[src/tcdm_pkg.sv]
// tcdm package: widths, bank size and the request and response payloads of the TCDM path.
`default_nettype none

package tcdm_pkg;

  // data word and byte-enable widths.
  localparam int unsigned DATA_W = 32;
  localparam int unsigned BE_W   = DATA_W / 8; // one enable per byte lane.

  // byte address width; the two low bits select a byte inside the word.
  localparam int unsigned ADDR_W = 10;

  // bank depth in words, and the width of the word index taken from the address.
  localparam int unsigned BANK_WORDS = 256;
  localparam int unsigned WORD_IDX_W = $clog2(BANK_WORDS);

  // number of initiator ports sharing the bank.
  localparam int unsigned N_INIT = 2;
  localparam int unsigned ID_W   = $clog2(N_INIT); // one bit tags initiator 0 or 1.

  // request payload as it travels from the arbiter to the bank.
  // wen high is a read and wen low is a write, as on the TCDM bus.
  typedef struct packed {
    logic [ADDR_W-1:0] add;  // byte address.
    logic [DATA_W-1:0] data; // write data, ignored on reads.
    logic [BE_W-1:0]   be;   // byte enables for writes.
    logic              wen;  // 1 = read, 0 = write.
    logic [ID_W-1:0]   id;   // initiator that issued the request.
  } tcdm_req_t;

  // response payload returned from the bank towards the initiators.
  typedef struct packed {
    logic [DATA_W-1:0] r_data; // read word.
    logic [ID_W-1:0]   r_id;   // initiator that the response belongs to.
  } tcdm_resp_t;

endpackage : tcdm_pkg

`default_nettype wire

[src/tcdm_arbiter.sv]
// tcdm arbiter: round-robin grant of one of two initiator requests per cycle.
`timescale 1ns/1ps
`default_nettype none

module tcdm_arbiter import tcdm_pkg::*; (
  input  logic              clk_i,
  input  logic              rst_ni,
  input  logic              req_0,
  input  logic              req_1,
  input  logic [ADDR_W-1:0] add_0,
  input  logic [ADDR_W-1:0] add_1,
  input  logic [DATA_W-1:0] data_0,
  input  logic [DATA_W-1:0] data_1,
  input  logic [BE_W-1:0]   be_0,
  input  logic [BE_W-1:0]   be_1,
  input  logic              wen_0,
  input  logic              wen_1,
  output logic              gnt_0,
  output logic              gnt_1,
  output logic              req_valid,  // one transfer is granted in this cycle.
  output tcdm_req_t         req_payload // fields of the granted transfer.
);

  logic            rr_q;      // priority pointer; 0 favours initiator 0, 1 favours initiator 1.
  logic            contended; // both initiators request in the same cycle.
  logic            sel_1;     // initiator 1 wins this cycle.
  logic [ID_W-1:0] win_id;    // id of the winning initiator.

  assign contended = req_0 & req_1;

  // a lone requester is granted straight away.
  // under contention the pointer decides.
  assign gnt_0 = req_0 & (~req_1 | ~rr_q);
  assign gnt_1 = req_1 & (~req_0 |  rr_q);

  assign sel_1  = gnt_1;
  assign win_id = ID_W'(sel_1); // initiator 1 gets id 1, initiator 0 gets id 0.

  // the bank always accepts, so any request present gives a transfer.
  assign req_valid = req_0 | req_1;

  // the payload is taken from the winner.
  // with no request the fields of initiator 0 pass through, and
  // req_valid is low so nobody looks at them.
  always_comb begin
    if (sel_1) begin
      req_payload.add  = add_1;
      req_payload.data = data_1;
      req_payload.be   = be_1;
      req_payload.wen  = wen_1;
    end else begin
      req_payload.add  = add_0;
      req_payload.data = data_0;
      req_payload.be   = be_0;
      req_payload.wen  = wen_0;
    end
    req_payload.id = win_id; // tag used later to steer the response back.
  end

  // the pointer only moves after a contended grant.
  // it turns away from the initiator that just won, so the loser goes
  // first next time.
  always_ff @(posedge clk_i or negedge rst_ni) begin
    if (!rst_ni) begin
      rr_q <= 1'b0; // initiator 0 has priority after reset.
    end else if (contended) begin
      rr_q <= ~sel_1;
    end
  end

  // at most one initiator may own the bank in any cycle.
  a_onehot_gnt : assert property (@(posedge clk_i) disable iff (!rst_ni)
    !(gnt_0 && gnt_1))
    else $error("arbiter granted both initiators in one cycle");

endmodule : tcdm_arbiter

`default_nettype wire

[config.mk]
export PLATFORM = sky130hd
export DESIGN_NAME = tcdm_arbiter
export DESIGN_NICKNAME = d
export VERILOG_FILES = /design/src/tcdm_pkg.sv /design/src/tcdm_arbiter.sv
export SDC_FILE = /design/constraint.sdc
export NUM_CORES = 1
export LEC_CHECK = 0
export ABC_AREA = 1
export BUFFER_PORTS_ARGS = -buffer_cell sky130_fd_sc_hd__buf_2
export CORE_MARGIN = 5
export CORE_UTILIZATION = 30
export DETAILED_ROUTE_END_ITERATION = 10
export PLACE_DENSITY = 0.86
export SETUP_SLACK_MARGIN = 0.2
export SLEW_MARGIN = 20
export SYNTH_ARGS = -nofsm -noshare
export SYNTH_HDL_FRONTEND = slang
export SYNTH_SLANG_ARGS = --single-unit
[constraint.sdc]
create_clock -name clk_i -period 2.4 [get_ports clk_i]
set_input_delay 0.48 -clock clk_i [delete_from_list [all_inputs] [get_ports clk_i]]
set_output_delay 0.48 -clock clk_i [all_outputs]
set_load 0.01 [all_outputs]
==> impl_metrics.tcl <==
set metrics [dict create \
    post-route-util_pct 55.84 \
    die_h_um 64.53 \
    synth-seq-cells 1 \
    start_util_pct 31.80 \
    clkTransAtPathRegs_ns 0 \
    r2r_cells 3 \
    cts_setup_buffers 0 \
    rsz0062_at_grt "no" \
    endpoint_kind "output pin" \
    final_common_cell "buf_2" \
    grt_max_degree 28 \
    drtIter0Drc 65 \
    port_buffers 148 \
    final_cell_area_mm2 0.001567 \
    worstSetupPathType "in -> out" \
    dp_hpwl_um 3415 \
    die_area_mm2 0.004164 \
    total_power_mw 0.4827 \
    drive_gt1_share_pct 51.94 \
    ant_nets 0 \
    hold_viol 0 \
    ios 149 \
    vias 1697 \
    drcViolationCount 0 \
    nNetsFinal 410 \
    grt_usage_pct 18.60 \
    regMostFlops "rr_q" \
    viasPerCell 4.977 \
    fin_hold_ws_ns 0.2605 \
    ir_worst_vdd_mv 0.1908 \
    syn_nets 274 \
    first_pass_iters 4 \
    core-area_mm2 0.002805 \
    finalSetupViolCount 0 \
    slew_violations 0 \
    max_cap_viol_count 0 \
    p_per_area_mw_per_mm2 308.1 \
    leakagePower_nw 1.072 \
    synth.distinct_cells 11 \
    clk_latency_ns 0 \
    dieWidth_um 64.53 \
    synth.yosys.seq_area_share_pct 2.805 \
    required_ns 1.92 \
    final_cell_mix "buf_2 (148), nand3_1 (95), nand2_1 (52)" \
    dpl_cell_area_mm2 0.001567 \
    path_cells "buf_2 -> inv_2 -> nand2_2 -> buf_4 -> nand3_1 -> nand2_1 -> buf_2" \
    timing.rr.end "rr_q$_DFFE_PN0P_" \
    top_regs "rr_q (1)" \
    rrSetupSlack_ns 1.70 \
    largest_reg_flops 1 \
    slowest_stage "buf_4" \
    setup-tns-final_ns 0 \
    syn_to_final_growth_pct 75.60 \
    hold_class "in -> async" \
    cpPeakStageDelay_ns 0.25 \
    outcome "complete, no violations" \
    rows 19 \
    cts_resized 0 \
    fin_skew_ns 0 \
    grt_overflow 0 \
    r2r-start "rr_q$_DFFE_PN0P_" \
    synthesis.area_um2 892.1 \
    crit_top_cell "buf_2" \
    crit_fanout 24 \
    worstPathArrival_ns 1.31 \
    max_freq_mhz 558.4 \
    yosys_warnings 0 \
    drt-total-wl_um 4260 \
    finalWeightedCongestion 0.8379 \
    antenna_found_initial 0 \
    wl_per_cell_um 12.49 \
    tightestPinTransition_ns 0.2481 \
    timing.final.crit_share_pct 74.62 \
    cts_hold_buf 0 \
    grt_pass1_vias 1512 \
    fillCellCount 281 \
    grt_pass1_wl_um 6637 \
    avgSynthCellArea_um2 5.069 \
    period_needed_ns 1.791 \
    start_kind "input pin" \
    diodes 0 \
    slew_headroom_pct 83.46 \
    synth_cells 176 \
]
## Yosys cell counts
library cell | instances | share of area (%)
or2_2 | 1 | 0.70
a21oi_1 | 1 | 0.56
clkbuf_1 | 2 | 0.84
dfrtp_1 | 1 | 2.8
nand2_2 | 2 | 1.4
nand2_1 | 52 | 22
inv_2 | 2 | 0.84
buf_2 | 9 | 5.0
buf_6 | 8 | 10
buf_4 | 3 | 2.5
nand3_1 | 95 | 53
## worst max path at each step
stage | from | to | slack, ns | cells past startpoint
final | req_0 | req_payload[15] | 0.61 | 7
after global routing | req_0 | req_payload[15] | 0.53 | 7
after CTS | req_0 | req_payload[15] | 0.64 | 7
after detailed placement | req_0 | req_payload[15] | 0.64 | 7
after global placement | req_0 | req_payload[15] | 0.64 | 7
after floorplan | req_1 | req_payload[0] | 0.71 | 6
## power by group
part | total [mW] | internal (mW) | leakage [nW] | switching [mW]
sequential | 0.0254 | 0.0205 | 0.0121 | 0.00493
combinational | 0.457 | 0.204 | 1.06 | 0.253
clock | 0 | 0 | 0 | 0
total | 0.483 | 0.224 | 1.07 | 0.258
## routing by layer
metal / vias up / GRT usage, % / share of wire [%]
met5: - / 0 / 0
met4: 0 / 2.375 / 1.1
met3: 6 / 5.354 / 13
met2: 94 / 39.05 / 52
met1: 728 / 18.01 / 35
li1: 869 / - / -
## cell families (layout without fill, tap and decap cells)
kind of cell,count (synthesis),in the layout,synth area share (%)
and+or+nand+nor,150,150,77.28
buffers and inverters,24,158,19.36
AOI/OAI and AO/OA,1,1,0.5605
DFF,1,1,2.805
## cell type report
type,count,area [um^2],area share (%)
Tap cell,31,38.79,2.476
Timing Repair Buffer,156,800.8,51.12
Inverter,2,7.507,0.4792
Sequential cell,1,25.02,1.597
Multi-Input combinational cell,151,694.4,44.33
## through the flow
step                      instances  worst slack (ns)
after floorplan                 176            0.7124
after detailed placement        341            0.6365
after CTS                       341            0.6371
after global placement          341            0.6412
after global routing            341            0.5307
final                           341            0.6091
## critical path: cells and delay by family
kind | cells | cell delay [ns]
buffers and inverters | 4 | 0.54
AND/OR/NAND/NOR | 3 | 0.28
Note: power is estimated with default switching activity, not from simulation.
