===== src/tcdm_reg_slice.sv =====
// tcdm register slice: one pipeline stage holding a valid strobe and its payload.
`timescale 1ns/1ps
`default_nettype none

module tcdm_reg_slice #(
  parameter type payload_t = logic [31:0] // the payload carried by this stage.
) (
  input  logic     clk_i,
  input  logic     rst_ni,
  input  logic     valid_in,  // single-cycle strobe from the previous stage.
  input  payload_t data_in,   // payload qualified by valid_in.
  output logic     valid_out, // strobe delayed by one cycle.
  output payload_t data_out   // payload of the last valid beat.
);

  // the valid strobe is control state and must come out of reset low.
  // there is no back-pressure, so every incoming strobe simply moves on
  // one cycle later.
  always_ff @(posedge clk_i or negedge rst_ni) begin
    if (!rst_ni) begin
      valid_out <= 1'b0;
    end else begin
      valid_out <= valid_in;
    end
  end

  // the payload only loads on a valid beat.
  // between beats it keeps its old value, so the downstream logic does not
  // toggle for nothing.
  always_ff @(posedge clk_i) begin
    if (valid_in) begin
      data_out <= data_in; // capture the beat that is moving through.
    end
  end

endmodule : tcdm_reg_slice

`default_nettype wire


===== config.mk =====
export PLATFORM = sky130hd
export DESIGN_NAME = tcdm_reg_slice
export DESIGN_NICKNAME = d
export VERILOG_FILES = /design/src/tcdm_reg_slice.sv
export SDC_FILE = /design/constraint.sdc
export NUM_CORES = 1
export LEC_CHECK = 0
export BUFFER_PORTS_ARGS = -buffer_cell sky130_fd_sc_hd__buf_2
export CAP_MARGIN = 20
export CORE_UTILIZATION = 39
export DETAILED_ROUTE_END_ITERATION = 7
export PLACE_DENSITY = 0.86
export SLEW_MARGIN = 20
export SYNTH_ARGS = -nofsm -noshare
export SYNTH_HDL_FRONTEND = slang
export SYNTH_SLANG_ARGS = --single-unit
export TNS_END_PERCENT = 50

===== constraint.sdc =====
create_clock -name clk_i -period 0.8 [get_ports clk_i]
set_input_delay 0.12 -clock clk_i [delete_from_list [all_inputs] [get_ports clk_i]]
set_output_delay 0.12 -clock clk_i [all_outputs]
set_load 0.05 [all_outputs]

==> results of run 1 <==
cell type report:
| type | instances | area [µm²] |
|---|---|---|
| repair buffers | 102 | 912 |
| clock buffers | 8 | 58.8 |
| fillers | 96 | 305 |
| well taps | 28 | 35.0 |
| flip-flops and latches | 33 | 986 |
logic make-up after synthesis:
group	Yosys count	synth area share, %
flops	33	100
sequential cells by signal, summed over array words and instances, names as in the netlist:
signal     cells
data_out      32
valid_out      1
power groups by stage:
| stage | Sequential [mW] | Clock [mW] | Combinational (mW) |
|---|---|---|---|
| floorplan | 2.59 | 0 | 0 |
| global placement | 2.11 | 0 | 0.722 |
| detailed placement | 2.11 | 0 | 0.738 |
| CTS | 2.11 | 0.940 | 1.02 |
| global route | 2.13 | 1.08 | 1.07 |
| finish | 2.12 | 0.986 | 1.04 |
metal layers:
metal,up-vias,wire length [µm],GRT usage [%]
met1,370,1250,31.9
met2,65,1540,41.1
met3,13,349,11.0
li1,349,-,-
met4,0,103,13.6
met5,-,0,0
cells in the mapped netlist, drive strengths merged:
| cell | n | area [µm²] |
|---|---|---|
| edfxtp | 32 | 961 |
| dfrtp | 1 | 25.0 |
path summary, 6_finish.rpt:
check	to	slack [ps]	cells past startpoint
setup / recovery	data_out[9]	-290	1
hold / removal	valid_out$_DFF_PN0_	90	2
max in group asynchronous	valid_out$_DFF_PN0_	630	2
min in group clk_i	valid_out$_DFF_PN0_	120	2
timing repair:
item / CTS / global route
endpoints found under the setup margin: 33 / 33
hold endpoints to repair: 33 / 0
hold buffers: 33 / 0
gates cloned: 0 / 0
gates resized for setup: 66 / 0
buffers inserted: 0 / 0
pin swaps: 0 / 0
per-stage QoR:
step                setup WS [ps]  cell area [µm²]  cells  hold WS (ps)
floorplan                    79.4              986     33          -176
global placement             70.0             1400    130          -104
detailed placement           63.3             1400    130          -102
CTS                          -245             1990    171          85.6
global route                 -319             1990    171          68.4
finish                       -286             1990    171          88.9
==> metrics, run 1 <==
Max Cap Violations=0; setup TNS=-7590 ps; final layout net count=177; Synth Instances=33; iteration count of the initial detailed-routing pass=4; top library cells by usage in the layout, fill and taps aside=buf_2 (34), dlygate4sd3_1 (33), buf_6 (33), edfxtp_1 (32), clkbuf_4 (5); share of cells above drive strength 1=52.4%; DP Wirelength=1.50 mm; Crit Path Category=flip-flop to output pin; average via count per standard cell=4.66; post-layout min period=1090 ps; starting utilization of the core area=42.9%; number of synthesized register bits=33; kind of launch point of the worst setup path=flip-flop; antenna-violating nets left=0; clock tree root driver cell=clkbuf_4; proportion of power drawn by combinational gates=25.0%; CTS clock-pin slew for the worst setup and hold paths=110 ps; Least-Margin Pin Slew=131 ps; leakage=0.847 nW; number of primary I/O pins=68; total of endpoints with negative setup slack in the final report=33; CTS H-tree lvls=2; largest net degree at the start of global routing=22; dominant delay contributor by cell family on the critical path=flip-flops; highest cell delay on the worst timing path=440 ps; first-pass GRT wire length=4.56 mm; count of different cell masters after synthesis=2; Int Power=2.90 mW; worst slew margin relative to its limit=91.3%; total number of yosys warnings=0; net count of the mapped netlist=68; signal arrival time at the worst endpoint=970 ps; multi-input gate area in the final layout=0 µm²; biggest fanout along the worst timing path=1; Multi-In Gates=0; # rows=17; clock tree from TritonCTS=yes; cells along the critical path=buf_6; most frequent standard cell in the layout excluding fill and tap cells=buf_2; number of buffers inserted during clock tree synthesis=5; drt initial violations=22; initial antenna violation count=0; fraction of the core area covered by cells at the end of the flow=86.7%; number of remaining DRC errors=0; clock tree buffer depth=2; Max IR drop VDD=0.00203 V; status=finished with violations; number of slew-limit violations in the final report=0; power dissipated by switching net loads=1.24 mW; CP Buf/Inv Count=1; Antenna Diode Count=0; overall power after layout=4.15 mW; worst hold-check path type=input pin to asynchronous set/reset pin; via count of the first global-routing pass=860; Fmax achieved=0.921 GHz; final number of hold-violating endpoints=0; die extent in y=52.3 µm; Layout area overhead=102%; core footprint=2300 µm²; violations in the final reports=setup timing; routed via count=797; overall overflow remaining after global route=0; Setup crit end kind=output pin; final cycle utilization of the critical path=136%; Seq pwr share=51.2%; netlist area before placement=986 µm²; routability-driven placement congestion ratio=0.572; share of total power consumed by net switching=30.0%; part of the total power dissipated in the clock network=23.8%; worst setup path startpoint=data_out[9]$_DFFE_PP_; die width=52.3 µm; DRT Wirelength=3.23 mm; Clock Sinks=33; fin worst setup slack=-286 ps; routed length per instance=18.9 µm; sequential fraction of the synthesis area=100%; cell area power density=2080 nW/µm²; RSZ-0062 raised after global routing=true; count of input and output buffers=67; Total Routing Usage GR=26.6%; Worst EP required=680 ps; die footprint=2730 µm²; Critical-path top delay cell=edfxtp_1; syn avg cell area=29.9 µm²
Power figures use the tool's default switching activity.
==> run 2: changes to the inputs <==
- CORE_MARGIN: unset -> 2
==> run 2 against run 1 <==
Against the previous run:
- the flow still finishes with violations (setup timing)
- combinational power barely moved
- final area increased by 0.13%
- non-clock buffer count unchanged
- sequential power hardly changed
- clock power decreased by 4.2%
- final cell count is 1.2% higher
- core utilization shrank 4.7 points
- setup slack better by 41 ps
- worst hold slack improved by 32 ps
- maximum frequency up 4.0%
- sequential share of layout area shrank 0.062 points
- critical path type unchanged
==> metrics, run 2 (same netlist as run 1, synthesis figures left out) <==
count of input and output buffers=67; Multi-In Gates=0; worst setup path startpoint=data_out[18]$_DFFE_PP_; number of primary I/O pins=68; worst hold-check path type=input pin to asynchronous set/reset pin; total of endpoints with negative setup slack in the final report=33; initial antenna violation count=0; cells along the critical path=buf_6; post-CTS setup buffers=0; most frequent standard cell in the layout excluding fill and tap cells=buf_2; iteration count of the initial detailed-routing pass=3; Setup crit end kind=output pin; overall power after layout=4.08 mW; die extent in y=54.3 µm; final cycle utilization of the critical path=131%; proportion of power drawn by combinational gates=25.1%; clock tree root driver cell=clkbuf_4; max reg flops=32; clock tree buffer depth=2; Fmax achieved=0.958 GHz; routed via count=754; average via count per standard cell=4.36; final number of hold-violating endpoints=0; kind of launch point of the worst setup path=flip-flop; Top reg by flops=data_out; via count of the first global-routing pass=804; core footprint=2430 µm²; Max Cap Violations=0; Total Routing Usage GR=22.3%; signal arrival time at the worst endpoint=920 ps; dominant delay contributor by cell family on the critical path=flip-flops; Antenna Diode Count=0; status=finished with violations; Clock Sinks=33; cell area power density=2050 nW/µm²; instance area at placement=1400 µm²; worst slew margin relative to its limit=92.2%; share of cells above drive strength 1=52.4%; biggest fanout along the worst timing path=1; multi-input gate area in the final layout=0 µm²; starting utilization of the core area=40.5%; # rows=18; part of the total power dissipated in the clock network=23.1%; capture point of the worst path=data_out[18]; Worst EP required=680 ps; number of stages on the worst setup path=1; CP Buf/Inv Count=1; Max IR drop VDD=0.00156 V; Least-Margin Pin Slew=118 ps; largest registers=data_out (32), valid_out (1); final layout net count=177; CTS clock-pin slew for the worst setup and hold paths=100 ps; number of remaining DRC errors=0; number of buffers inserted during clock tree synthesis=5; highest cell delay on the worst timing path=420 ps; share of total power consumed by net switching=28.9%; die footprint=2950 µm²; drt initial violations=16; Crit Path Category=flip-flop to output pin; leakage=0.847 nW; Layout area overhead=102%; DP Wirelength=1.54 mm; antenna-violating nets left=0; overall overflow remaining after global route=0; top library cells by usage in the layout, fill and taps aside=buf_2 (34), dlygate4sd3_1 (33), buf_6 (33), edfxtp_1 (32), clkbuf_4 (5); post-layout min period=1040 ps; power dissipated by switching net loads=1.18 mW; die width=54.3 µm; RSZ-0062 raised after global routing=true; DRT Wirelength=2.88 mm; CTS H-tree lvls=2; largest net degree at the start of global routing=18; Seq pwr share=51.7%; clock tree from TritonCTS=yes; Critical-path top delay cell=edfxtp_1; number of slew-limit violations in the final report=0; Int Power=2.90 mW; fin worst setup slack=-244 ps; routability-driven placement congestion ratio=0.685; first-pass GRT wire length=3.88 mm; routed length per instance=16.7 µm; violations in the final reports=setup timing; post-route design area=1990 µm²
==> run 2: cell counts in the layout (fill, tap and decap cells not counted) <==
No cell type changed its count.
==> run 2: worst min-delay path by stage <==
stage / startpoint / end / cells past startpoint
4_1_cts: rst_ni / valid_out$_DFF_PN0_ / 2
3_3_place_gp: rst_ni / valid_out$_DFF_PN0_ / 1
2_1_floorplan: rst_ni / valid_out$_DFF_PN0_ / 0
5_1_grt: rst_ni / valid_out$_DFF_PN0_ / 2
3_5_place_dp: rst_ni / valid_out$_DFF_PN0_ / 1
6_report: rst_ni / valid_out$_DFF_PN0_ / 2
==> run 2: final cells by class <==
cell class	instances	area, µm²
clock buffer	8	58.8
fill	120	438
sequential	33	986
tap	30	37.5
timing repair buffer	102	912
==> run 2: what timing repair did <==
action / CTS / global route
hold endpoints to repair: 33 / 0
setup endpoints to repair: 33 / 33
resized for setup: 66 / 0
hold buffers: 33 / 0
==> run 2: routing by layer <==
layer / global-route usage (%) / part of all wire [%]
met3: 7.92 / 6.4
met4: 15.0 / 2.1
met1: 17.8 / 32
met5: 0 / 0
met2: 43.4 / 59
==> run 2: stage by stage <==
step	util [%]	cells	setup TNS [ps]	hold slack, ps	worst slack, ps
2_1_floorplan	-	33	0	-176	79.4
4_1_cts	82.0	173	-7100	76.7	-245
3_3_place_gp	57.5	132	0	-105	85.8
3_5_place_dp	57.5	132	0	-104	59.3
6_report	82.0	173	-6770	121	-244
5_1_grt	82.0	173	-8770	80.6	-296
==> run 2: power by group through the flow <==
stage / Combinational, mW / Sequential [mW] / Clock (mW)
final: 1.03 / 2.11 / 0.945
after global routing: 1.06 / 2.12 / 1.08
after CTS: 1.01 / 2.11 / 0.960
after detailed placement: 0.737 / 2.12 / 0
after global placement: 0.728 / 2.11 / 0
after floorplan: 0 / 2.59 / 0
==> run 3: changes to the inputs <==
- SKIP_CTS_REPAIR_TIMING: unset -> 1
==> run 3 against run 2 <==
Against the previous run:
- critical endpoint is now data_out[17]
- via count up 0.40%
- count of clock-buffer cells in the layout unchanged
- total power down 1.8%
- highest routed layer unchanged
- clock power about the same
- non-clock buffer count unchanged
- the flow still finishes with violations (setup timing)
==> metrics, run 3 (same netlist as run 1, synthesis figures left out) <==
clock tree buffer depth=2; highest cell delay on the worst timing path=420 ps; CP Buf/Inv Count=1; routed length per instance=16.3 µm; number of remaining DRC errors=0; overall power after layout=4.01 mW; power dissipated by switching net loads=1.17 mW; die extent in y=54.3 µm; die width=54.3 µm; max reg flops=32; cells along the critical path=buf_2; Setup WS pre-CTS=59.3 ps; part of the total power dissipated in the clock network=23.6%; leakage=0.820 nW; total of endpoints with negative setup slack in the final report=33; worst slew margin relative to its limit=83.2%; DP Wirelength=1.54 mm; DRT Wirelength=2.83 mm; share of cells above drive strength 1=52.4%; instance area at placement=1400 µm²; Int Power=2.84 mW; Max IR drop VDD=0.00154 V; Crit Path Category=flip-flop to output pin; core footprint=2430 µm²; Fmax achieved=0.919 GHz; clock tree from TritonCTS=yes; # rows=18; Setup crit end kind=output pin; Least-Margin Pin Slew=254 ps; overall overflow remaining after global route=0; signal arrival time at the worst endpoint=970 ps; proportion of power drawn by combinational gates=24.1%; count of input and output buffers=67; Top reg by flops=data_out; final number of hold-violating endpoints=0; Worst EP required=680 ps; Clock Sinks=33; clock tree root driver cell=clkbuf_4; iteration count of the initial detailed-routing pass=4; most frequent standard cell in the layout excluding fill and tap cells=buf_2; share of total power consumed by net switching=29.2%; CTS H-tree lvls=2; average via count per standard cell=4.38; status=finished with violations; first-pass GRT wire length=2.71 mm; routability-driven placement congestion ratio=0.685; violations in the final reports=setup timing; RSZ-0062 raised after global routing=true; fin worst setup slack=-288 ps; Max Cap Violations=0; die footprint=2950 µm²; Seq pwr share=52.3%; largest registers=data_out (32), valid_out (1); post-layout min period=1090 ps; total area of sequential cells=986 µm²; Antenna Diode Count=0; drt initial violations=11; via count of the first global-routing pass=569; number of primary I/O pins=68; dominant delay contributor by cell family on the critical path=flip-flops; initial antenna violation count=0; multi-input gate area in the final layout=0 µm²; final layout net count=177; Critical-path top delay cell=edfxtp_1; Multi-In Gates=0; Total Routing Usage GR=14.6%; fraction of the core area covered by cells at the end of the flow=78.7%; number of slew-limit violations in the final report=0; antenna-violating nets left=0; post-route design area=1910 µm²; worst hold-check path type=input pin to asynchronous set/reset pin; cell area power density=2100 nW/µm²; kind of launch point of the worst setup path=flip-flop; number of buffers inserted during clock tree synthesis=5; starting utilization of the core area=40.5%; top library cells by usage in the layout, fill and taps aside=buf_2 (47), dlygate4sd3_1 (33), edfxtp_1 (32), buf_6 (20), clkbuf_4 (5); CTS clock-pin slew for the worst setup and hold paths=100 ps; routed via count=757; number of fill cells in the layout=135; largest net degree at the start of global routing=18; final cycle utilization of the critical path=136%; biggest fanout along the worst timing path=1; Layout area overhead=94.0%
==> run 3: cell counts in the layout (fill, tap and decap cells not counted) <==
Identical to the previous run, type by type.
==> run 3: metrics by stage <==
step	instances	hold WS [ps]	TNS, ps
floorplan	33	-176	0
global placement	132	-105	0
detailed placement	132	-104	0
CTS	140	-458	-8090
global route	173	101	-8480
finish	173	125	-7000
==> run 3: worst max path at each step <==
stage / end / slack (ps) / from / cells after the start
after floorplan: data_out[0] / 80 / data_out[0]$_DFFE_PP_ / 0
after global placement: data_out[31]$_DFFE_PP_ / 90 / valid_in / 2
after detailed placement: data_out[1]$_DFFE_PP_ / 60 / valid_in / 2
after CTS: data_out[5] / -270 / data_out[5]$_DFFE_PP_ / 1
after global routing: data_out[17] / -320 / data_out[17]$_DFFE_PP_ / 1
final: data_out[17] / -290 / data_out[17]$_DFFE_PP_ / 1
==> run 3: area by class of cell <==
cell class | instances | area share [%]
Tap cell | 30 | 1.96
Clock buffer | 8 | 3.07
Sequential cell | 33 | 51.5
Timing Repair Buffer | 102 | 43.4
==> run 3: per-layer routing <==
| metal | share of wire, % | vias up | track usage, % | wire length, µm |
|---|---|---|---|---|
| met5 | 0 | - | 0 | 0 |
| met4 | 3.2 | 0 | 12.9 | 89 |
| met3 | 5.9 | 8 | 4.64 | 166 |
| met2 | 58 | 47 | 23.5 | 1650 |
| met1 | 33 | 350 | 15.3 | 920 |
| li1 | - | 352 | - | - |
==> run 3: power by group through the flow <==
stage / Clock, mW / Sequential (mW) / Combinational [mW]
5_1_grt: 1.06 / 2.11 / 0.997
4_1_cts: 0.960 / 2.08 / 0.738
3_5_place_dp: 0 / 2.12 / 0.737
2_1_floorplan: 0 / 2.59 / 0
6_report: 0.947 / 2.10 / 0.966
3_3_place_gp: 0 / 2.11 / 0.728
